[config.mk]
export PLATFORM = sky130hd
export DESIGN_NAME = cacheStore
export DESIGN_NICKNAME = d
export VERILOG_FILES = /design/src/hw/memBusPkg.sv /design/src/hw/cacheCfgPkg.sv /design/src/hw/cacheStore.sv
export SDC_FILE = /design/constraint.sdc
export NUM_CORES = 1
export LEC_CHECK = 0
export BUFFER_PORTS_ARGS = -buffer_cell sky130_fd_sc_hd__buf_2
export CAP_MARGIN = 20
export CORE_MARGIN = 2
export CORE_UTILIZATION = 50
export DETAILED_ROUTE_END_ITERATION = 10
export PLACE_DENSITY = 0.79
export SYNTH_ARGS = -nofsm -noshare
export SYNTH_HDL_FRONTEND = slang
export SYNTH_SLANG_ARGS = --single-unit
[constraint.sdc]
create_clock -name clk -period 2.8 [get_ports clk]
set_input_delay 0.56 -clock clk [delete_from_list [all_inputs] [get_ports clk]]
set_output_delay 0.56 -clock clk [all_outputs]
set_load 0.02 [all_outputs]
[src/hw/memBusPkg.sv]
package memBusPkg;

  // Bus geometry
  localparam int addrBits = 32;
  localparam int bytesPerWord = 4;

  // One data word on the processor and memory buses
  typedef logic [8*bytesPerWord-1:0] word_t;

  // Byte address
  typedef logic [addrBits-1:0] addr_t;

  // One enable per byte lane
  typedef logic [bytesPerWord-1:0] byteMask_t;

endpackage

[src/hw/cacheCfgPkg.sv]
package cacheCfgPkg;

  import memBusPkg::*;

  // Block geometry
  localparam int wordsPerBlock = 4;
  localparam int offsetBits = $clog2(wordsPerBlock) + $clog2(bytesPerWord);

  // Widest tag, reached with the smallest supported set count of 4
  localparam int maxTagBits = addrBits - offsetBits - 2;

  function automatic int indexBits(int lines);
    return $clog2(lines);
  endfunction

  function automatic int tagBits(int lines);
    return addrBits - offsetBits - indexBits(lines);
  endfunction

  typedef logic [maxTagBits-1:0] tagField_t;

  // Tag entry of one way, the tag sits zero extended in the low bits
  typedef struct packed {
    logic valid;
    logic dirty;
    tagField_t tag;
  } tagEntry_t;

  typedef word_t [wordsPerBlock-1:0] block_t;

  typedef enum logic [2:0] {
    READY,
    WRITEBACK,
    LASTWRITEBACK,
    MEMREAD,
    LASTREAD,
    FLUSH
  } ctrlState_t;

endpackage

[src/hw/cacheStore.sv]
`timescale 1ns/10ps

module cacheStore #(
  parameter int lines = 16,
  parameter type payload_t = logic
) (
  input  logic clk,
  input  logic reset,
  input  logic [cacheCfgPkg::indexBits(lines)-1:0] index,
  input  logic we,
  input  payload_t writeData,
  output payload_t readData
);

  // One entry per set
  payload_t entries [lines];

  // All entries start at zero, so valid, dirty and LRU bits come up clear
  always_ff @(posedge clk or posedge reset) begin
    if (reset) begin
      for (int i = 0; i < lines; i++) begin
        entries[i] <= '0;
      end
    end else if (we) begin
      entries[index] <= writeData;
    end
  end

  // Read follows the index in the same cycle
  assign readData = entries[index];

endmodule

Yosys cells after proc, flatten, opt, wreduce, memory -nomap -nowiden

Index checks and enable logic that the tools add are counted.

Flip-flop bits (word level): 16
Bits in latches: 0
Memory bits (writable): 0
ROM bits: 0
Output and inout port bits: 1
Word-level logic and storage cells: 26
Memories kept: 0

Add/sub/neg operators: 0
Multipliers: 0
Div/mod/pow operators: 0
$lt $le $gt $ge: 2
Equal/unequal tests: 0
Shift-type cells: 0
Multiplexer cells: 6
Bitwise logic cells: 1
Reduce and logical (&&, ||, !) cells: 1

Operators by type and width:

| operator                                                    | count |
|---|---|
| bitwise mux 16 bit                                          | 1 |
| >= comparator 5 bit (second input constant)                 | 1 |
| less-than comparator 5 x 1 -> 1 bit (second input constant) | 1 |
| inverter 4 -> 5 bit                                         | 1 |
| binary-select mux 1 bit (select 4 bit)                      | 1 |
| demux 1 bit (select 4 bit)                                  | 1 |
| two-way mux 1 bit                                           | 3 |
| logical AND 1 bit                                           | 1 |

Logic depth before layout (Yosys ltp)

Word-level depth: 6
Depth in mapped cells: 4
Depth with buffers taken out: 3

Least setup slack after synthesis

No wires, ideal clock.

Path kind: input to output
From: input port index[0] (netlist name)
To: output port readData
Arrival: 1,550 ps
Data required time: 2,240 ps
Slack: 690 ps
Cell stages on the path: 4
Path buffers: 1
Cell sequence: buf_6 mux4_2 a22oi_1 nand3_1

Cells in the longest elaborated chain, start to end: 4

RTL lines:

| item                                                  | RTL line         | text |
|---|---|---|
| start, declared                                       | cacheStore.sv:9  | `input logic [cacheCfgPkg::indexBits(lines)-1:0] index,` |
| inverter 4 -> 5 bit (implied by the code)             | cacheStore.sv:30 | `assign readData = entries[index];` |
| binary-select mux 1 bit (select 4 bit)                | cacheStore.sv:30 |  |
| two-way mux 1 bit (implied by the code) (2 in series) | cacheStore.sv:30 |  |
| end, declared                                         | cacheStore.sv:12 | `output payload_t readData` |

No other way between the ends. The select of a mux whose other input is x is not followed.

Final worst setup path

Same ends and word-level chain as after synthesis.

==> impl_metrics.py <==
metrics = {
    "place": {
        "dp_hpwl_mm": 1.076,
        "portBuffers": 8,
        "gp_congestion": 0.7988,
        "placed_cells": 91,
    },
    "global_route": {
        "antenna_found_initial": 0,
        "grt_start_max_net_pins": 17,
        "grt_first_pass_wirelength_mm": 2.656,
        "grt_remaining_overflow": 0,
        "first_global_vias": 568,
        "grt_usage_pct": 18.46,
    },
    "timing": {
        "rsz0062_at_grt": "no",
        "tns_ns": 0,
        "fin_skew_ns": 0,
        "setup_violations": 0,
        "worstMarginPinSlew_ns": 0.5805,
        "maxSlewViolCount": 0,
        "hold_violations": 0,
        "slew_headroom_pct": 61.25,
        "period_needed_ns": 2.314,
        "timing.fmax_mhz": 432.1,
        "min_period_over_period_pct": 82.66,
    },
    "power_and_ir_drop": {
        "fin_total_pwr_uw": 587.3,
        "p_leak_nw": 0.3913,
        "power_density_nw_per_um2": 636.9,
        "ir_drop_v": 0.0004137,
    },
    "die": {
        "ios": 9,
        "fp-row-count": 14,
        "die_w_um": 45.37,
        "initial_core_util_pct": 54.90,
        "core_area_um2": 1559,
        "die_area_um2": 2058,
        "die_h_um": 45.37,
    },
    "critical_path": {
        "worstPathMaxFanout": 8,
        "crit_type": "input pin to output pin",
        "cp_data_arrival_time_ns": 1.75,
        "r2r-start": "entries[10]$_DFFE_PP0P_",
        "end_kind": "output pin",
        "r2r.worst_path.cells": 1,
        "r2r_setup_slack_ns": 2.02,
        "start_kind": "input pin",
        "cp.required_ns": 2.24,
        "r2r_end": "entries[10]$_DFFE_PP0P_",
    },
    "clock_tree": {
        "cts-buffers-inserted": 3,
        "postCtsSetupBuffers": 0,
        "clockBufferDepth": 2,
        "cts.reportedPaths.clkPinSlew_ns": 0.09,
        "cts.sinks": 16,
        "ctsHoldBuffers": 0,
        "cts_resized": 0,
        "tritoncts": "built",
        "root_buffer": "clkbuf_4",
        "htree_levels": 1,
        "clk_latency_ns": 0.28,
    },
    "final_layout": {
        "antenna_cells": 0,
        "largest_reg_flops": 16,
        "fillerInstances": 134,
        "reg_top3": "entries: 16 flops",
        "final_cell_count_no_fill": 95,
        "mostFrequentLayoutCells": "mux2_2 (16), dfrtp_1 (16), nor2_1 (10)",
        "final_layout_size_suffix_gt1_share_pct": 41.77,
        "largest-register": "entries",
        "fin_nets": 88,
        "syn_to_final_growth_pct": 7.748,
    },
    "logic_synthesis": {
        "netlist_area_um2": 855.8,
        "ys_seq_elements": 16,
        "syn_nets": 80,
        "syn-instance-count": 72,
        "synth_compound_area_share_pct": 0.8772,
        "synth_mux_area_share_pct": 31.58,
        "yosysWarnings": 0,
        "yosys.area_share.adder_pct": 0,
        "synth_xor_xnor_area_share_pct": 0,
        "seq_area_frac_synth_pct": 46.78,
        "synth_area_per_cell_um2": 11.89,
        "ys_types": 16,
        "yosys.area_share.simple_pct": 16.81,
        "synth_top_family_by_area": "multiplexers",
    },
    "drt": {
        "routed_wl_mm": 1.483,
        "viasPerCell": 5.789,
        "wire_per_inst_um": 15.61,
        "route.vias.total": 550,
        "firstDrtPassIters": 4,
        "drc": 0,
        "ant_nets": 0,
        "drt_iter0_markers": 20,
    },
    "outcome": {
        "status": "completed",
    },
    "worst_hold_path": {
        "hp-class": "input pin to async pin",
    },
    "job": {
        "maxCapViolations": 0,
    },
}
[synthesized netlist by cell type]
cell type,number,area (µm²)
a22oi_1,1,7.510
buf_2,3,15.01
buf_6,1,11.26
clkbuf_1,1,3.750
dfrtp_1,16,400.4
inv_1,1,3.750
mux2_2,16,180.2
mux4_2,4,90.09
nand2_1,5,18.77
nand2b_1,2,12.51
nand3_1,4,20.02
nand3b_1,2,15.01
nor2_1,10,37.54
nor2b_1,2,12.51
nor3_1,3,15.01
nor3b_2,1,12.51
[kinds of logic (layout without fill, tap and decap cells)]
group | after synthesis | count (layout)
AND/OR/NAND/NOR | 29 | 29
multiplexers | 20 | 20
flip-flops | 16 | 16
buffers and inverters | 6 | 13
AO/OA/AOI/OAI | 1 | 1
[how the worst max path moves through the flow]
stage               cells after the start  slack (ns)     start        to
floorplan                               4        0.69  index[0]  readData
global placement                        5        0.49  index[0]  readData
detailed placement                      5        0.48  index[0]  readData
CTS                                     5        0.47  index[0]  readData
global route                            5        0.42  index[0]  readData
finish                                  5        0.49  index[0]  readData
[layout make-up]
type	count	area (µm²)	area share, %
Sequential cell	16	400.4	43.42
Clock buffer	4	36.28	3.935
Tap cell	16	20.02	2.171
Multi-Input combinational cell	50	421.7	45.73
Inverter	1	3.754	0.4071
Timing Repair Buffer	8	40.04	4.342
[worst max-delay path, cell delays in order]
cell	delay, ns
buf_2	0.20
mux4_2	0.53
a22oi_1	0.20
nand3_1	0.10
buf_2	0.16
[metal layers]
metal | part of all wire, % | GRT usage (%) | vias to the layer above
li1 | - | - | 269
met1 | 46 | 25.19 | 263
met2 | 46 | 28.00 | 16
met3 | 6.2 | 7.540 | 2
met4 | 1.1 | 3.529 | 0
met5 | 0 | 0 | -
[metrics by stage]
step / util [%] / hold WS, ns / setup WS, ns / area, µm²
4_1_cts: 59.15 / 0.3472 / 0.4708 / 922.1
6_report: 59.15 / 0.3214 / 0.4856 / 922.1
2_1_floorplan: - / 0.4737 / 0.6903 / 855.8
3_5_place_dp: 56.82 / 0.4948 / 0.4785 / 885.9
3_3_place_gp: 56.82 / 0.4952 / 0.4945 / 885.9
5_1_grt: 59.15 / 0.3880 / 0.4210 / 922.1
[report_power, final]
part	switching, mW	leakage, nW	internal (mW)
clock	0.0701	0.0210	0.0792
sequential	0.0286	0.196	0.285
combinational	0.0490	0.174	0.0760
total	0.148	0.391	0.440
Power figures use the tool's default switching activity.
