`config.mk`:
```
export PLATFORM = sky130hd
export DESIGN_NAME = dcacheController_flat
export DESIGN_NICKNAME = d
export VERILOG_FILES = /design/src/hw/memBusPkg.sv /design/src/hw/cacheCfgPkg.sv /design/src/hw/cacheArrayIf.sv /design/src/hw/dcacheController.sv /design/src/flat_wrapper.sv
export SDC_FILE = /design/constraint.sdc
export NUM_CORES = 1
export LEC_CHECK = 0
export ABC_CLOCK_PERIOD_IN_PS = 8400
export BUFFER_PORTS_ARGS = -buffer_cell sky130_fd_sc_hd__buf_2
export CAP_MARGIN = 10
export CORE_AREA = 2 2 327 329
export CTS_CLUSTER_SIZE = 12
export DETAILED_ROUTE_END_ITERATION = 10
export DIE_AREA = 0 0 329 331
export GPL_TIMING_DRIVEN = 1
export PLACE_DENSITY = 0.41
export SLEW_MARGIN = 15
export SYNTH_ARGS = -nofsm -noshare
export SYNTH_HDL_FRONTEND = slang
export SYNTH_SLANG_ARGS = --single-unit
```
`constraint.sdc`:
```
create_clock -name clk -period 8.4 [get_ports clk]
set_clock_uncertainty 0.15 [all_clocks]
set_input_delay 0.42 -clock clk [delete_from_list [all_inputs] [get_ports clk]]
set_output_delay 0.42 -clock clk [all_outputs]
set_load 0.05 [all_outputs]
```
`src/hw/memBusPkg.sv`:
```
package memBusPkg;

  // Bus geometry
  localparam int addrBits = 32;
  localparam int bytesPerWord = 4;

  // One data word on the processor and memory buses
  typedef logic [8*bytesPerWord-1:0] word_t;

  // Byte address
  typedef logic [addrBits-1:0] addr_t;

  // One enable per byte lane
  typedef logic [bytesPerWord-1:0] byteMask_t;

endpackage

```
`src/hw/cacheCfgPkg.sv`:
```
package cacheCfgPkg;

  import memBusPkg::*;

  // Block geometry
  localparam int wordsPerBlock = 4;
  localparam int offsetBits = $clog2(wordsPerBlock) + $clog2(bytesPerWord);

  // Widest tag, reached with the smallest supported set count of 4
  localparam int maxTagBits = addrBits - offsetBits - 2;

  function automatic int indexBits(int lines);
    return $clog2(lines);
  endfunction

  function automatic int tagBits(int lines);
    return addrBits - offsetBits - indexBits(lines);
  endfunction

  typedef logic [maxTagBits-1:0] tagField_t;

  // Tag entry of one way, the tag sits zero extended in the low bits
  typedef struct packed {
    logic valid;
    logic dirty;
    tagField_t tag;
  } tagEntry_t;

  typedef word_t [wordsPerBlock-1:0] block_t;

  typedef enum logic [2:0] {
    READY,
    WRITEBACK,
    LASTWRITEBACK,
    MEMREAD,
    LASTREAD,
    FLUSH
  } ctrlState_t;

endpackage

```
`src/hw/cacheArrayIf.sv`:
```
`timescale 1ns/10ps

interface cacheArrayIf #(
  parameter int lines = 16
);
  import cacheCfgPkg::*;

  // Set index shared by the tag and data arrays of the way
  logic [indexBits(lines)-1:0] index;

  logic tagWe;
  tagEntry_t tagWrite;
  tagEntry_t tagRead;

  logic dataWe;
  block_t dataWrite;
  block_t dataRead;

  modport ctrl (
    output index, tagWe, tagWrite, dataWe, dataWrite,
    input tagRead, dataRead
  );

  modport store (
    input index, tagWe, tagWrite, dataWe, dataWrite,
    output tagRead, dataRead
  );

endinterface

```
`src/hw/dcacheController.sv`:
```
`timescale 1ns/10ps

module dcacheController #(
  parameter int lines = 16
) (
  input  logic clk,
  input  logic reset,
  input  logic memRead,
  input  logic memWrite,
  input  logic clean,
  input  memBusPkg::addr_t addr,
  input  memBusPkg::word_t writeData,
  input  memBusPkg::byteMask_t byteMask,
  output memBusPkg::word_t readData,
  output logic stall,
  output logic busRequest,
  output logic busWrite,
  output memBusPkg::addr_t busAddr,
  output memBusPkg::word_t busWriteData,
  input  memBusPkg::word_t busReadData,
  input  logic busReady,
  cacheArrayIf.ctrl way0,
  cacheArrayIf.ctrl way1,
  output logic [cacheCfgPkg::indexBits(lines)-1:0] lruIndex,
  output logic lruWe,
  output logic lruWrite,
  input  logic lruRead
);
  import memBusPkg::*;
  import cacheCfgPkg::*;

  localparam int idxW = indexBits(lines);
  localparam int tagW = tagBits(lines);
  localparam int wordW = $clog2(wordsPerBlock);
  localparam logic [wordW-1:0] lastBeat = wordW'(wordsPerBlock - 2);

  ctrlState_t state, nextState;
  logic [wordW-1:0] wordCnt;
  logic [idxW:0] flushCnt;
  logic flushing, flushDone;
  logic victimWay;
  block_t fillBuf;

  logic [tagW-1:0] reqTag;
  logic [idxW-1:0] reqIndex, curIndex;
  logic [wordW-1:0] reqOffset;

  logic request, hit0, hit1, hit, hitWay, hitAccess;
  logic missWay, missDirty, selWay;
  tagEntry_t missEntry, selEntry, tagWriteVal;
  block_t selBlock, hitBlock, hitMerged, fillBlock, writeBlock;
  word_t fillWord;
  logic fillDone, flushClean, dataWeAny, tagWeAny, weWay;

  function automatic word_t mergeBytes(word_t oldWord, word_t newWord, byteMask_t mask);
    word_t result;
    result = oldWord;
    for (int b = 0; b < bytesPerWord; b++) begin
      if (mask[b]) begin
        result[8*b +: 8] = newWord[8*b +: 8];
      end
    end
    return result;
  endfunction

  // Address split into tag, set and word
  assign reqTag = addr[addrBits-1 -: tagW];
  assign reqIndex = addr[offsetBits +: idxW];
  assign reqOffset = addr[2 +: wordW];

  // Flush walk uses the upper counter bits as set and bit 0 as way
  assign curIndex = flushing ? flushCnt[idxW:1] : reqIndex;

  assign request = memRead || memWrite;
  assign hit0 = way0.tagRead.valid && (way0.tagRead.tag == tagField_t'(reqTag));
  assign hit1 = way1.tagRead.valid && (way1.tagRead.tag == tagField_t'(reqTag));
  assign hit = hit0 || hit1;
  assign hitWay = hit1;
  assign hitAccess = (state == READY) && request && hit && !(clean && !flushDone);

  // Victim is an invalid way first, else the LRU way
  always_comb begin
    if (!way0.tagRead.valid) begin
      missWay = 1'b0;
    end else if (!way1.tagRead.valid) begin
      missWay = 1'b1;
    end else begin
      missWay = lruRead;
    end
  end

  assign missEntry = missWay ? way1.tagRead : way0.tagRead;
  assign missDirty = missEntry.valid && missEntry.dirty;

  assign selWay = flushing ? flushCnt[0] : victimWay;
  assign selEntry = selWay ? way1.tagRead : way0.tagRead;
  assign selBlock = selWay ? way1.dataRead : way0.dataRead;
  assign hitBlock = hitWay ? way1.dataRead : way0.dataRead;

  // Write-allocate merges the store into the word as it arrives
  assign fillWord = (memWrite && wordCnt == reqOffset) ?
                    mergeBytes(busReadData, writeData, byteMask) : busReadData;

  always_comb begin
    fillBlock = fillBuf;
    fillBlock[wordCnt] = fillWord;
    hitMerged = hitBlock;
    hitMerged[reqOffset] = mergeBytes(hitBlock[reqOffset], writeData, byteMask);
  end

  always_ff @(posedge clk) begin
    if (busReady && state == MEMREAD) begin
      fillBuf[wordCnt] <= fillWord;
    end
  end

  assign fillDone = (state == LASTREAD) && busReady;
  assign flushClean = (state == LASTWRITEBACK) && busReady && flushing;
  assign dataWeAny = (hitAccess && memWrite) || fillDone;
  assign tagWeAny = dataWeAny || flushClean;
  assign weWay = (state == READY) ? hitWay : selWay;
  assign writeBlock = (state == LASTREAD) ? fillBlock : hitMerged;

  // Flushed entries stay valid with dirty cleared
  always_comb begin
    tagWriteVal.valid = 1'b1;
    if (state == LASTWRITEBACK) begin
      tagWriteVal.dirty = 1'b0;
      tagWriteVal.tag = selEntry.tag;
    end else begin
      tagWriteVal.dirty = memWrite;
      tagWriteVal.tag = tagField_t'(reqTag);
    end
  end

  assign way0.index = curIndex;
  assign way1.index = curIndex;
  assign way0.tagWe = tagWeAny && !weWay;
  assign way1.tagWe = tagWeAny && weWay;
  assign way0.tagWrite = tagWriteVal;
  assign way1.tagWrite = tagWriteVal;
  assign way0.dataWe = dataWeAny && !weWay;
  assign way1.dataWe = dataWeAny && weWay;
  assign way0.dataWrite = writeBlock;
  assign way1.dataWrite = writeBlock;

  // The way just used becomes most recent
  assign lruIndex = curIndex;
  assign lruWe = hitAccess || fillDone;
  assign lruWrite = fillDone ? !victimWay : !hitWay;

  assign readData = hitBlock[reqOffset];
  assign stall = (state != READY) || (clean && !flushDone) || (request && !hit);

  assign busRequest = (state == WRITEBACK) || (state == LASTWRITEBACK) ||
                      (state == MEMREAD) || (state == LASTREAD);
  assign busWrite = (state == WRITEBACK) || (state == LASTWRITEBACK);
  assign busAddr = {(busWrite ? selEntry.tag[tagW-1:0] : reqTag), curIndex, wordCnt, 2'b00};
  assign busWriteData = selBlock[wordCnt];

  always_comb begin
    nextState = state;
    case (state)
      READY: begin
        if (clean && !flushDone) begin
          nextState = FLUSH;
        end else if (request && !hit) begin
          nextState = missDirty ? WRITEBACK : MEMREAD;
        end
      end
      WRITEBACK: begin
        if (busReady && wordCnt == lastBeat) begin
          nextState = LASTWRITEBACK;
        end
      end
      LASTWRITEBACK: begin
        if (busReady) begin
          nextState = flushing ? FLUSH : MEMREAD;
        end
      end
      MEMREAD: begin
        if (busReady && wordCnt == lastBeat) begin
          nextState = LASTREAD;
        end
      end
      LASTREAD: begin
        if (busReady) begin
          nextState = READY;
        end
      end
      FLUSH: begin
        if (selEntry.valid && selEntry.dirty) begin
          nextState = WRITEBACK;
        end else if (&flushCnt) begin
          nextState = READY;
        end
      end
      default: nextState = READY;
    endcase
  end

  always_ff @(posedge clk or posedge reset) begin
    if (reset) begin
      state <= READY;
      wordCnt <= '0;
      flushCnt <= '0;
      flushing <= 1'b0;
      flushDone <= 1'b0;
      victimWay <= 1'b0;
    end else begin
      state <= nextState;
      // Four beats wrap the counter back to word 0
      if (busRequest && busReady) begin
        wordCnt <= wordCnt + 1'b1;
      end
      if (state == READY) begin
        victimWay <= missWay;
      end
      // Advance only once the current entry is clean
      if (state == FLUSH && nextState != WRITEBACK) begin
        flushCnt <= flushCnt + 1'b1;
      end
      if (state == READY && nextState == FLUSH) begin
        flushing <= 1'b1;
      end else if (state == FLUSH && nextState == READY) begin
        flushing <= 1'b0;
      end
      // Holds off a second walk until clean is released
      if (state == FLUSH && nextState == READY) begin
        flushDone <= 1'b1;
      end else if (!clean) begin
        flushDone <= 1'b0;
      end
    end
  end

endmodule

```
`src/flat_wrapper.sv`:
```
// flat-port wrapper written by rule: the top's interface ports become plain ports
module dcacheController_flat import memBusPkg::*; import cacheCfgPkg::*;
#(
  parameter int lines = 16
)
  (clk, reset, memRead, memWrite, clean, addr, writeData, byteMask, readData, stall, busRequest, busWrite, busAddr, busWriteData, busReadData, busReady, lruIndex, lruWe, lruWrite, lruRead, way0_index, way0_tagWe, way0_tagWrite, way0_dataWe, way0_dataWrite, way0_tagRead, way0_dataRead, way1_index, way1_tagWe, way1_tagWrite, way1_dataWe, way1_dataWrite, way1_tagRead, way1_dataRead);
  cacheArrayIf #(.lines(lines)) way0_i ();
  cacheArrayIf #(.lines(lines)) way1_i ();
  input  logic clk;
  input  logic reset;
  input  logic memRead;
  input  logic memWrite;
  input  logic clean;
  input  memBusPkg::addr_t addr;
  input  memBusPkg::word_t writeData;
  input  memBusPkg::byteMask_t byteMask;
  output memBusPkg::word_t readData;
  output logic stall;
  output logic busRequest;
  output logic busWrite;
  output memBusPkg::addr_t busAddr;
  output memBusPkg::word_t busWriteData;
  input  memBusPkg::word_t busReadData;
  input  logic busReady;
  output logic [cacheCfgPkg::indexBits(lines)-1:0] lruIndex;
  output logic lruWe;
  output logic lruWrite;
  input  logic lruRead;
  output wire logic [$bits(way0_i.index)-1:0] way0_index;
  output wire logic [$bits(way0_i.tagWe)-1:0] way0_tagWe;
  output wire logic [$bits(way0_i.tagWrite)-1:0] way0_tagWrite;
  output wire logic [$bits(way0_i.dataWe)-1:0] way0_dataWe;
  output wire logic [$bits(way0_i.dataWrite)-1:0] way0_dataWrite;
  input wire logic [$bits(way0_i.tagRead)-1:0] way0_tagRead;
  input wire logic [$bits(way0_i.dataRead)-1:0] way0_dataRead;
  output wire logic [$bits(way1_i.index)-1:0] way1_index;
  output wire logic [$bits(way1_i.tagWe)-1:0] way1_tagWe;
  output wire logic [$bits(way1_i.tagWrite)-1:0] way1_tagWrite;
  output wire logic [$bits(way1_i.dataWe)-1:0] way1_dataWe;
  output wire logic [$bits(way1_i.dataWrite)-1:0] way1_dataWrite;
  input wire logic [$bits(way1_i.tagRead)-1:0] way1_tagRead;
  input wire logic [$bits(way1_i.dataRead)-1:0] way1_dataRead;
  assign way0_index = way0_i.index;
  assign way0_tagWe = way0_i.tagWe;
  assign way0_tagWrite = way0_i.tagWrite;
  assign way0_dataWe = way0_i.dataWe;
  assign way0_dataWrite = way0_i.dataWrite;
  assign way0_i.tagRead = way0_tagRead;
  assign way0_i.dataRead = way0_dataRead;
  assign way1_index = way1_i.index;
  assign way1_tagWe = way1_i.tagWe;
  assign way1_tagWrite = way1_i.tagWrite;
  assign way1_dataWe = way1_i.dataWe;
  assign way1_dataWrite = way1_i.dataWrite;
  assign way1_i.tagRead = way1_tagRead;
  assign way1_i.dataRead = way1_dataRead;
  dcacheController #(.lines(lines)) u_core (.clk(clk), .reset(reset), .memRead(memRead), .memWrite(memWrite), .clean(clean), .addr(addr), .writeData(writeData), .byteMask(byteMask), .readData(readData), .stall(stall), .busRequest(busRequest), .busWrite(busWrite), .busAddr(busAddr), .busWriteData(busWriteData), .busReadData(busReadData), .busReady(busReady), .way0(way0_i), .way1(way1_i), .lruIndex(lruIndex), .lruWe(lruWe), .lruWrite(lruWrite), .lruRead(lruRead));
endmodule
```
; ---- Yosys cells after proc, flatten, opt, wreduce, memory -nomap -nowiden
; Cells that the tools add are included.
[word_totals]
output_inout_bits = 429
register_bits = 141
word_cells = 122
in_bits = 419
[op_classes]
magnitude_cmp = 4
n_reduce_logical = 47
add_sub_neg = 2
n_mux = 47
n_eq_ne = 12
[ops]
columns = operator, n
row1 = $mux 128, 3
row2 = $bwmux 128, 2
row3 = $mux 32, 5
row4 = $bmux 32 s2, 2
row5 = $demux 32 s2, 2
row6 = $mux 8, 8
row7 = $mux 28, 2
row8 = $eq 26x24->1, 2
row9 = $mux 27, 1
row10 = $mux 3, 9
row11 = $logic_and 1x1->1, 26
row12 = $mux 24, 1
row13 = $pmux 3 s6, 1
row14 = $logic_or 1x1->1, 10
row15 = $eq 3x3->1 const B, 3
row16 = $mux 1, 9
row17 = $eq 3x2->1 const B, 2
row18 = $logic_not 1->1, 6
row19 = $logic_not 3->1, 2
row20 = $lt 2x3->1 const B, 2
row21 = $add 5x1->5 const B, 1
row22 = $reduce_and 5->1, 1
row23 = $ge 2x1->1 const B, 2
row24 = $mux 4, 1
row25 = 9 further kinds, 9

; ---- Logic depth before layout (Yosys ltp)
; Gate-level depths: netlist (run 1).
[logic_depth]
depth_word = 12
depth_mapped = 11
mapped_depth_nobuf = 9

; ---- Worst setup path after synthesis (run 1)
; No wires, ideal clock.
[synth_timing]
path_type = reg-to-reg
from = reg u_core.state[1]
to = reg u_core.flushCnt[1]
synth_period_minus_slack_ns = 5.305
path_stages_with_launch = 8
path_slack_ns = 3.095
path_buffers = 1
setup_time_ns = 0.128
t_required_ns = 8.122
arrival_time_ns = 5.027
path_cell_list = dfrtp_1 > clkbuf_1 > and4b_1 > a21boi_0 > o311ai_1 > a211o_1 > o21ai_1 > mux2_1
[synth_between]
word_cells_on_any_way = 17
classes_between = eq/ne (6) / mux (9) / reduce/logical (2)
[synth_rtl]
columns = element, line_no
row1 = start: declaration, dcacheController.sv:37  ; ctrlState_t state, nextState;
row2 = start signal: assignment, dcacheController.sv:211  ; state <= nextState;
row3 = $eq 3x3->1 (tied with other cells), dcacheController.sv:163  ; case (state)
row4 = $pmux 3 s6 *, dcacheController.sv:163
row5 = via u_core.nextState[2], dcacheController.sv:37
row6 = $ne 3x1->1 *, dcacheController.sv:220  ; if (state == FLUSH && nextState != WRITEBACK) begin
row7 = $logic_and 1x1->1 *, dcacheController.sv:220
row8 = end signal: assignment, dcacheController.sv:221  ; flushCnt <= flushCnt + 1'b1;
row9 = end: declaration, dcacheController.sv:39  ; logic [idxW:0] flushCnt;
; The timed path passes the listed nets; every way through them passes the cells marked *.
; A chain may end at the register's enable or synchronous reset.

==> flow_summary.ini, run 1 <==
[power_and_ir_drop]
p_comb_share_pct = 74.3
p_sw_mw = 4.79
leakagePower_nw = 10.1
power_density_nw_per_um2 = 359
ir_drop_v = 0.000219
switching_share_pct = 62.2
finalPower_mw = 7.70
p_int_mw = 2.91
seq_power_share_pct = 14.7
clkPwrFrac_pct = 11.1

[floorplanning]
die_h_microns = 331
ios = 848
initial_core_util_pct = 15.6
core.rowCount = 119
die_x_microns = 329
coreArea_sq_um = 105000
die-area_sq_um = 109000

[layout]
syn2layout_area_growth_pct = 31.2
layout.nets = 2929
utilization_pct = 20.4
drive_gt1_share_pct = 42.9
final_cells = 3920
layout_commonest_cell = buf_2
final_cell_mix = 839 x buf_2, 295 x nor2_1, 292 x nand2_1

[drt]
post_drt_wl_per_cell_microns = 26.2
drtIter0Drc = 1223
drc_errors = 0
antenna_left = 0
num_vias = 17400
finalWirelength_microns = 103000
via_per_inst = 4.44
firstDrtPassIters = 5

[run]
maxCapViolCount = 0

[status]
run_status = completed

[grt]
grt_max_degree = 63
antenna_found_initial = 27
grt_pass1_vias = 16900
grt_pass1_wl_microns = 137000
grt.overflow.total = 0
grt_usage_pct = 18.1

[worst_setup_path]
crit_type = register to output port
start_kind = register
crit_arrival_ns = 4.58
required_ns = 7.83
crit_fanout = 41
crit_path_end_kind = output port

[timing]
setup_viol = 0
worst_pin_slew_ns = 1.14
hold_viol_final = 0
finalSetupTns_ns = 0
slew_headroom_pct = 24.0
min_period_ns = 5.15
rsz0062_at_grt = false
max_freq_mhz = 194
slew_violations = 0
finalCritPeriodShare_pct = 61.3

[clock_tree]
htree_levels = 4
clk_pin_slew_worst_paths_ns = 0.06
root_buffer = clkbuf_16
postCtsSetupRepairBufs = 0
cts_buffers = 17
clock_sinks = 141
tritoncts = built
clkLatencyLatePin_ns = 0.48
clockBufferDepth = 2

[yosys]
ys_ff_latch = 141
avgSynthCellArea_sq_um = 8.50
synthTopCellsByArea = edfxtp_1 24%, mux4_2 14%, mux2i_1 8.4%, buf_4 7.9%, a21oi_1 7.6%
yosysWarnings = 0
yosysTopAreaCellShare_pct = 23.5
ys_seq_area_share_pct = 25.5
syn_inst = 1924
async_flop_share_pct = 9.22
yosys.cell_types.count = 54
yosysTopAreaCell = edfxtp_1
synth-edff-count = 128
synth_top_flop_cell = edfxtp_1
syn_area_sq_um = 16400

[min_path]
hold_path.class = input pin to register

[placement]
numPortBuffers = 841
place_hpwl_microns = 83000
place_congestion = 0.891
placed_cells = 3874
final timing paths:
check | from | endpoint | slack (ns) | cells past startpoint
max | u_core.wordCnt[1]$_DFFE_PP0P_ | way0_dataWrite[39] | 3.25 | 8
max in group asynchronous | reset | u_core.wordCnt[0]$_DFFE_PP0P_ | 7.29 | 3
min reg2reg | u_core.flushDone$_DFFE_PP0P_ | u_core.flushDone$_DFFE_PP0P_ | 0.33 | 1
min | way0_tagRead[27] | u_core.victimWay$_DFFE_PP0P_ | 0.08 | 3
max reg2reg | u_core.wordCnt[1]$_DFFE_PP0P_ | u_core.fillBuf[20]$_DFFE_PP_ | 4.57 | 6
min in group asynchronous | reset | u_core.flushDone$_DFFE_PP0P_ | 0.39 | 3
metal layers:
| layer | up-vias | part of all wire, % | global-route usage (%) |
|---|---|---|---|
| met5 | - | 0.085 | 0 |
| met4 | 14 | 2.3 | 5.18 |
| met3 | 109 | 7.0 | 3.83 |
| met2 | 805 | 47 | 29.8 |
| met1 | 8476 | 44 | 23.7 |
| li1 | 7987 | - | - |
power groups by stage:
stage | Clock (mW) | Sequential, mW | Combinational [mW]
final | 0.853 | 1.13 | 5.72
after global routing | 0.910 | 1.15 | 6.07
after floorplan | 0 | 1.11 | 4.37
after global placement | 0 | 1.14 | 5.78
after CTS | 0.894 | 1.13 | 5.80
after detailed placement | 0 | 1.14 | 5.79
flip-flops by register name (all words and copies together), names as in the netlist:
register,cells
u_core.fillBuf,128
u_core.flushCnt,5
u_core.flushDone,1
u_core.flushing,1
u_core.state,3
u_core.victimWay,1
u_core.wordCnt,2
critical path: stages (launching register included):
cell and delay, ns:
dfrtp_4 0.65, buf_4 0.54, clkinv_2 0.81, ha_4 0.58
buf_4 0.34, a21oi_1 0.28, nor2_1 0.07, a21oi_1 0.35
buf_2 0.34
per-stage QoR:
| step | area [sq um] | setup WS, ns | hold WS (ns) |
|---|---|---|---|
| after floorplan | 16400 | 3.10 | 0.147 |
| after global placement | 20800 | 3.68 | 0.313 |
| after detailed placement | 20800 | 3.68 | 0.323 |
| after global routing | 21400 | 3.04 | 0.0720 |
| after CTS | 21400 | 3.11 | 0.0195 |
| final | 21400 | 3.25 | 0.0810 |
area by class of cell:
| type | count | area, sq um |
|---|---|---|
| fillers | 11900 | 83500 |
| multi-input cells | 1464 | 10400 |
| repair buffers | 873 | 4460 |
| flip-flops and latches | 141 | 4180 |
| well taps | 1391 | 1740 |
| clock buffers | 18 | 429 |
| clock inverters | 14 | 184 |
| diodes | 12 | 30.0 |
| inverters | 7 | 27.5 |
cells by family (layout without fill, tap and decap cells):
group | count (synthesis) | in the layout | share of synthesized area, %
and+or+nand+nor | 665 | 665 | 16.5
muxes | 299 | 299 | 26.6
AOI/OAI and AO/OA | 434 | 434 | 16.2
DFF | 141 | 141 | 25.5
other | 2 | 16 | 0.0459
buffers and inverters | 321 | 912 | 11.7
adders and majority gates | 6 | 6 | 0.459
xor gates and xnor gates | 56 | 56 | 3.00
synthesized netlist by cell type (10+ instances only):
| master | instances |
|---|---|
| clkbuf_1 | 101 |
| nor2_1 | 298 |
| nor4_1 | 14 |
| edfxtp_1 | 128 |
| mux2i_1 | 137 |
| buf_1 | 10 |
| a21o_1 | 61 |
| mux2_2 | 52 |
| xnor2_1 | 30 |
| o21ai_0 | 25 |
| dfrtp_1 | 13 |
| a21oi_1 | 249 |
| nand2_1 | 293 |
| buf_2 | 28 |
| mux4_2 | 101 |
| a22o_1 | 16 |
| a311oi_1 | 54 |
| xor2_1 | 26 |
| buf_4 | 172 |
| nor2b_1 | 13 |
what timing repair did:
item	CTS	global route
gates resized for setup	0	0
endpoints found under the hold margin	14	0
hold buffers	2	0
Power figures use the tool's default switching activity.
==> run 2: changes to the inputs <==
- ABC_AREA: not set -> 1
- ABC_CLOCK_PERIOD_IN_PS: 8400 -> 4280
- CORE_AREA: 2 2 327 329 -> 2 2 334 336
- DIE_AREA: 0 0 329 331 -> 0 0 336 338
- PLACE_DENSITY: 0.41 -> 0.44
- clock period: 8.4 -> 4.28 ns (I/O delays scaled with it)
==> flow_summary.ini, run 2 <==
[worst_setup_path]
crit_path_end_kind = output port
reg2reg_slack_ns = 1.50
crit_type = input pin to output port
required_ns = 3.92
cp-endpoint = way0_dataWrite[121]
crit_fanout = 68
r2r-end = u_core.fillBuf[41]$_DFFE_PP_
rr_startpoint = u_core.wordCnt[1]$_DFFE_PP0P_
start_kind = input pin
critPathLaunch = way1_tagRead[27]
r2r.worst_path.cells = 7
crit_arrival_ns = 3.53

[run]
maxCapViolCount = 0

[floorplanning]
ios = 848
core.rowCount = 122
die_x_microns = 336
initial_core_util_pct = 17.3
coreArea_sq_um = 110000
die_h_microns = 338
die-area_sq_um = 114000

[power_and_ir_drop]
p_comb_share_pct = 78.9
leakagePower_nw = 12.5
p_int_mw = 5.70
p_sw_mw = 11.0
clkPwrFrac_pct = 9.3
seq_power_share_pct = 11.7
switching_share_pct = 65.9
power_density_nw_per_um2 = 687
ir_drop_v = 0.000460

[clock_tree]
clock_sinks = 141
tritoncts = built
clk_pin_slew_worst_paths_ns = 0.07
clockBufferDepth = 2
root_buffer = clkbuf_16
htree_levels = 4
cts_resized = 0
cts_buffers = 17
postCtsSetupRepairBufs = 0
clkLatencyLatePin_ns = 0.48
hold_buffers = 7

[drt]
finalWirelength_microns = 118000
antenna_left = 0
firstDrtPassIters = 6
post_drt_wl_per_cell_microns = 23.0
drtIter0Drc = 1942
num_vias = 23700
drc_errors = 0
via_per_inst = 4.64

[timing]
slew_headroom_pct = 26.8
worst_pin_slew_ns = 1.10
max_freq_mhz = 257
setup_ws_ns = 0.388
hold_viol_final = 0
rsz0062_at_grt = false
setup_viol = 0
finalSetupTns_ns = 0
min_period_ns = 3.89
finalCritPeriodShare_pct = 90.9
slew_violations = 0

[yosys]
synth.most_common_cell = nand2_1
synth_top_flop_cell = edfxtp_1
syn_area_sq_um = 19100
yosysTopAreaCellShare_pct = 20.2
yosysWarnings = 0
async_flop_share_pct = 9.22
ys_seq_area_share_pct = 21.9
syn_inst = 3067
yosys.cell_types.count = 40
ys_ff_latch = 141
avgSynthCellArea_sq_um = 6.21
synthTopCellsByArea = edfxtp_1 20%, nand2_1 20%, nand3_1 10%, buf_4 7.7%, mux2_2 7.7%
synth_commonest_cells = 1005 x nand2_1, 394 x nand3_1, 318 x inv_1
synth-edff-count = 128
yosysTopAreaCell = edfxtp_1

[layout]
syn2layout_area_growth_pct = 27.9
layout_commonest_cell = nand2_1
drive_gt1_share_pct = 31.2
final_cells = 5118
top_regs = u_core.fillBuf: 128 flops, u_core.flushCnt: 5 flops, u_core.state: 3 flops
largest_register_ffs = 128
regMostFlops = u_core.fillBuf
layout.nets = 4023
stdcell_area_sq_um = 24400
final_cell_mix = 1003 x nand2_1, 837 x buf_2, 394 x nand3_1

[placement]
placed_cells = 5060
place_congestion = 0.917
post_dp_cell_area_sq_um = 23700
numPortBuffers = 841
dp_slack_ns = 0.941
place_hpwl_microns = 94200

[min_path]
holdPathStages = 4
hold_path.class = input pin to register

[grt]
grt_pass1_wl_microns = 160000
antenna_found_initial = 62
grt.overflow.total = 0
grt_max_degree = 129
grt_usage_pct = 19.7
grt_pass1_vias = 22100

[status]
run_status = completed
run 2: changes by cell type after synthesis, sizes merged, moves of 42 or more:
| cell | before | now |
|---|---|---|
| a21o | 61 | 0 |
| a21oi | 249 | 72 |
| a311oi | 54 | 0 |
| buf | 213 | 255 |
| inv | 6 | 332 |
| mux2 | 61 | 130 |
| mux2i | 137 | 5 |
| mux4 | 101 | 0 |
| nand2 | 294 | 1005 |
| nand3 | 2 | 395 |
| nand4 | 9 | 164 |
| nor2 | 298 | 46 |
| o21ai | 32 | 236 |
run 2: cell families (layout without fill, tap and decap cells):
kind of cell    count (synthesis)  in the layout  share of synthesized area (%)
simple gates                 1621           1621                           36.9
buf+inv                       722           1264                           18.6
compound gates                410            410                           12.8
flops                         141            141                           21.9
mux                           135            135                           7.95
xor+xnor                       30             30                           1.38
fa+ha+maj                       6              6                          0.394
other cells                     2             23                         0.0394
run 2: worst min path at each step:
stage,slack [ns],end,startpoint
after floorplan,-0.06,u_core.flushCnt[0]$_DFFE_PP0P_,reset
after global placement,0.20,u_core.flushCnt[3]$_DFFE_PP0P_,reset
after detailed placement,0.19,u_core.victimWay$_DFFE_PP0P_,reset
after CTS,0.01,u_core.state[1]$_DFF_PP0_,way1_tagRead[26]
after global routing,0.08,u_core.state[1]$_DFF_PP0_,way1_tagRead[26]
final,0.07,u_core.state[1]$_DFF_PP0_,way1_tagRead[26]
run 2: worst max-delay path: stages:
cell	delay, ns
dlygate4sd3_1	0.56
buf_2	0.15
nand2_1	0.07
nor2_1	0.15
nand3_1	0.17
nor2_4	0.25
nand3_4	0.29
buf_12	0.28
nand2_1	0.17
nand3_1	0.22
nand2_1	0.15
o21ai_2	0.09
nand3_1	0.12
nand3_1	0.09
nand2_1	0.13
buf_2	0.28
run 2: layer usage:
metal | track usage (%) | routed length [microns] | up-vias
met2 | 33.3 | 55900 | 1175
li1 | - | - | 11200
met3 | 6.00 | 11600 | 187
met5 | 0 | 304 | -
met4 | 7.34 | 3760 | 42
met1 | 23.4 | 46000 | 11100
run 2: per-stage QoR:
stage | hold slack (ns) | utilization [%] | power [mW]
detailed placement | 0.190 | 21.5 | 15.2
CTS | 0.0132 | 22.1 | 16.9
finish | 0.0708 | 22.1 | 16.7
floorplan | -0.0590 | - | 11.9
global route | 0.0829 | 22.1 | 17.6
global placement | 0.198 | 21.5 | 15.2
run 2: area by class of cell:
class                      count  area, sq um
multi-input combinational   2206        11400
clock inverter                11         75.1
antenna                       19         47.5
sequential                   141         4170
timing repair buffer         899         5010
clock buffer                  21          504
fill                       12800        85700
tap                         1488         1860
inverter                     333         1260
run 2: power groups by stage:
stage | Sequential (mW) | Combinational [mW] | Clock, mW
final | 1.97 | 13.2 | 1.56
after global routing | 1.99 | 13.9 | 1.66
after CTS | 1.97 | 13.3 | 1.63
after detailed placement | 2.00 | 13.2 | 0
after global placement | 1.99 | 13.2 | 0
after floorplan | 1.99 | 9.90 | 0
==> run 3: changes to the inputs <==
- ABC_CLOCK_PERIOD_IN_PS: 4280 -> 4250
- CORE_AREA: 2 2 334 336 -> 2 2 326 328
- DIE_AREA: 0 0 336 338 -> 0 0 328 330
- MAX_ROUTING_LAYER: not set -> met4
- clock period: 4.28 -> 4.25 ns (I/O delays scaled with it)
==> flow_summary.ini, run 3 (same netlist as run 2, synthesis figures left out) <==
[timing]
worst_pin_slew_ns = 1.11
rsz0062_at_grt = false
slew_violations = 0
finalSetupTns_ns = 0
setup_viol = 0
slew_headroom_pct = 25.7
hold_viol_final = 0
max_freq_mhz = 248
finalCritPeriodShare_pct = 94.9
min_period_ns = 4.03

[drt]
firstDrtPassIters = 6
antenna_left = 0
drtIter0Drc = 1925
via_per_inst = 4.68
drc_errors = 0
num_vias = 23600
finalWirelength_microns = 116000
post_drt_wl_per_cell_microns = 23.0

[floorplanning]
initial_core_util_pct = 18.2
ios = 848
coreArea_sq_um = 105000
die-area_sq_um = 108000
die_x_microns = 328
die_h_microns = 330
core.rowCount = 119

[clock_tree]
cts_buffers = 17
cts_resized = 0
root_buffer = clkbuf_16
clockBufferDepth = 2
clk_pin_slew_worst_paths_ns = 0.07
clkLatencyLatePin_ns = 0.48
htree_levels = 4
tritoncts = built
clock_sinks = 141

[layout]
drive_gt1_share_pct = 31.1
layout_commonest_cell = nand2_1
stdcell_area_sq_um = 24200
top_regs = u_core.fillBuf: 128 flops, u_core.flushCnt: 5 flops, u_core.state: 3 flops
layout.nets = 4020
regMostFlops = u_core.fillBuf
final_cell_mix = 1003 x nand2_1, 839 x buf_2, 394 x nand3_1
largest_register_ffs = 128
syn2layout_area_growth_pct = 27.0
num-fill-cells = 12100

[worst_setup_path]
crit_fanout = 132
cpPeakStageDelay_ns = 0.56
crit_arrival_ns = 3.67
cp_cell_sequence = dlygate4sd3_1 > buf_2 > nand2_1 > nor2_1 > nand3_1 > nor2_4 > buf_12 > nand3_4 > buf_12 > nand2_1 > nand3_1 > nand2_1 > o21ai_2 > nand3_1 > nand3_1 > nand2_1 > buf_2
crit_path_end_kind = output port
start_kind = input pin
cp_slowest_cell = dlygate4sd3_1
cp_num_buf_inv = 5
cp_top_family = simple AND/OR/NAND/NOR gates
crit_type = input pin to output port
required_ns = 3.89

[placement]
numPortBuffers = 841
post_dp_cell_area_sq_um = 23400
place_hpwl_microns = 90100
place_congestion = 0.938

[status]
run_status = completed

[power_and_ir_drop]
power_density_nw_per_um2 = 693
leakagePower_nw = 12.4
finalPower_mw = 16.8
ir_drop_v = 0.000393

[grt]
grt_pass1_wl_microns = 160000
grt.overflow.total = 0
grt_max_degree = 133
antenna_found_initial = 51
grt_usage_pct = 21.1
grt_pass1_vias = 22100

[run]
maxCapViolCount = 0

[min_path]
hold_path.class = input pin to register
-- run 3: cell types whose count changed in the layout (fill, tap and decap cells not counted), sizes merged --
cell and delta:
clkbuf +3, inv -4, clkinv +1, dlygate4sd3 -1, diode +16, buf -2
-- run 3: area by class of cell --
type / count / area (sq um) / share of cell area (%)
clock buffer: 24 / 515 / 2.13
clock inverter: 8 / 53.8 / 0.222
antenna: 35 / 87.6 / 0.362
tap: 1391 / 1740 / 7.19
timing repair buffer: 896 / 4920 / 20.3
sequential: 141 / 4170 / 17.2
inverter: 333 / 1260 / 5.20
multi-input combinational: 2206 / 11400 / 47.3
-- run 3: power by group --
group	internal [mW]	switching (mW)	leakage (nW)	total [mW]
Sequential	1.87	0.114	1.32	1.98
Combinational	3.00	10.2	10.8	13.2
Clock	0.850	0.688	0.284	1.54
Total	5.72	11.0	12.4	16.8
-- run 3: metal layers --
metal	part of all wire, %	up-vias	global-route usage [%]
li1	-	11200	-
met5	0	-	-
met1	41	11200	25.3
met2	48	1078	34.6
met4	3.1	0	7.36
met3	7.8	156	4.69
-- run 3: repair_timing --
| action | in CTS | in global routing |
|---|---|---|
| endpoints found under the hold margin | 19 | 0 |
| hold buffers | 6 | 0 |
| setup buffers | 0 | 2 |
| endpoints found under the setup margin | 0 | 6 |
-- run 3: path summary, 6_finish.rpt --
kind                                          startpoint                        endpoint  slack (ns)  cells past startpoint
min in group asynchronous                          reset  u_core.flushCnt[2]$_DFFE_PP0P_        0.20                      3
setup reg to reg           u_core.wordCnt[1]$_DFFE_PP0P_   u_core.fillBuf[127]$_DFFE_PP_        1.33                      7
hold / removal                          way1_tagRead[26]       u_core.state[1]$_DFF_PP0_        0.05                      4
setup / recovery                        way1_tagRead[27]             way0_dataWrite[115]        0.22                     17
hold reg to reg             u_core.flushDone$_DFFE_PP0P_    u_core.flushDone$_DFFE_PP0P_        0.33                      2
max in group asynchronous                          reset   u_core.wordCnt[0]$_DFFE_PP0P_        3.33                      3
-- run 3: tightest hold or removal path, stage by stage --
cell and delay [ns]:
buf_2 0.11, o2111ai_1 0.15, nand4_1 0.11, nand3_1 0.06
-- run 3: through the flow --
| stage | utilization, % | setup slack, ns | cells | hold WS (ns) |
|---|---|---|---|---|
| CTS | 23.0 | 0.205 | 4997 | 0.0126 |
| global route | 23.1 | 0.0875 | 5026 | 0.0551 |
| detailed placement | 22.4 | 0.698 | 4959 | 0.174 |
| floorplan | - | 0.713 | 3069 | -0.0605 |
| global placement | 22.4 | 0.724 | 4959 | 0.170 |
| finish | 23.1 | 0.219 | 5034 | 0.0545 |
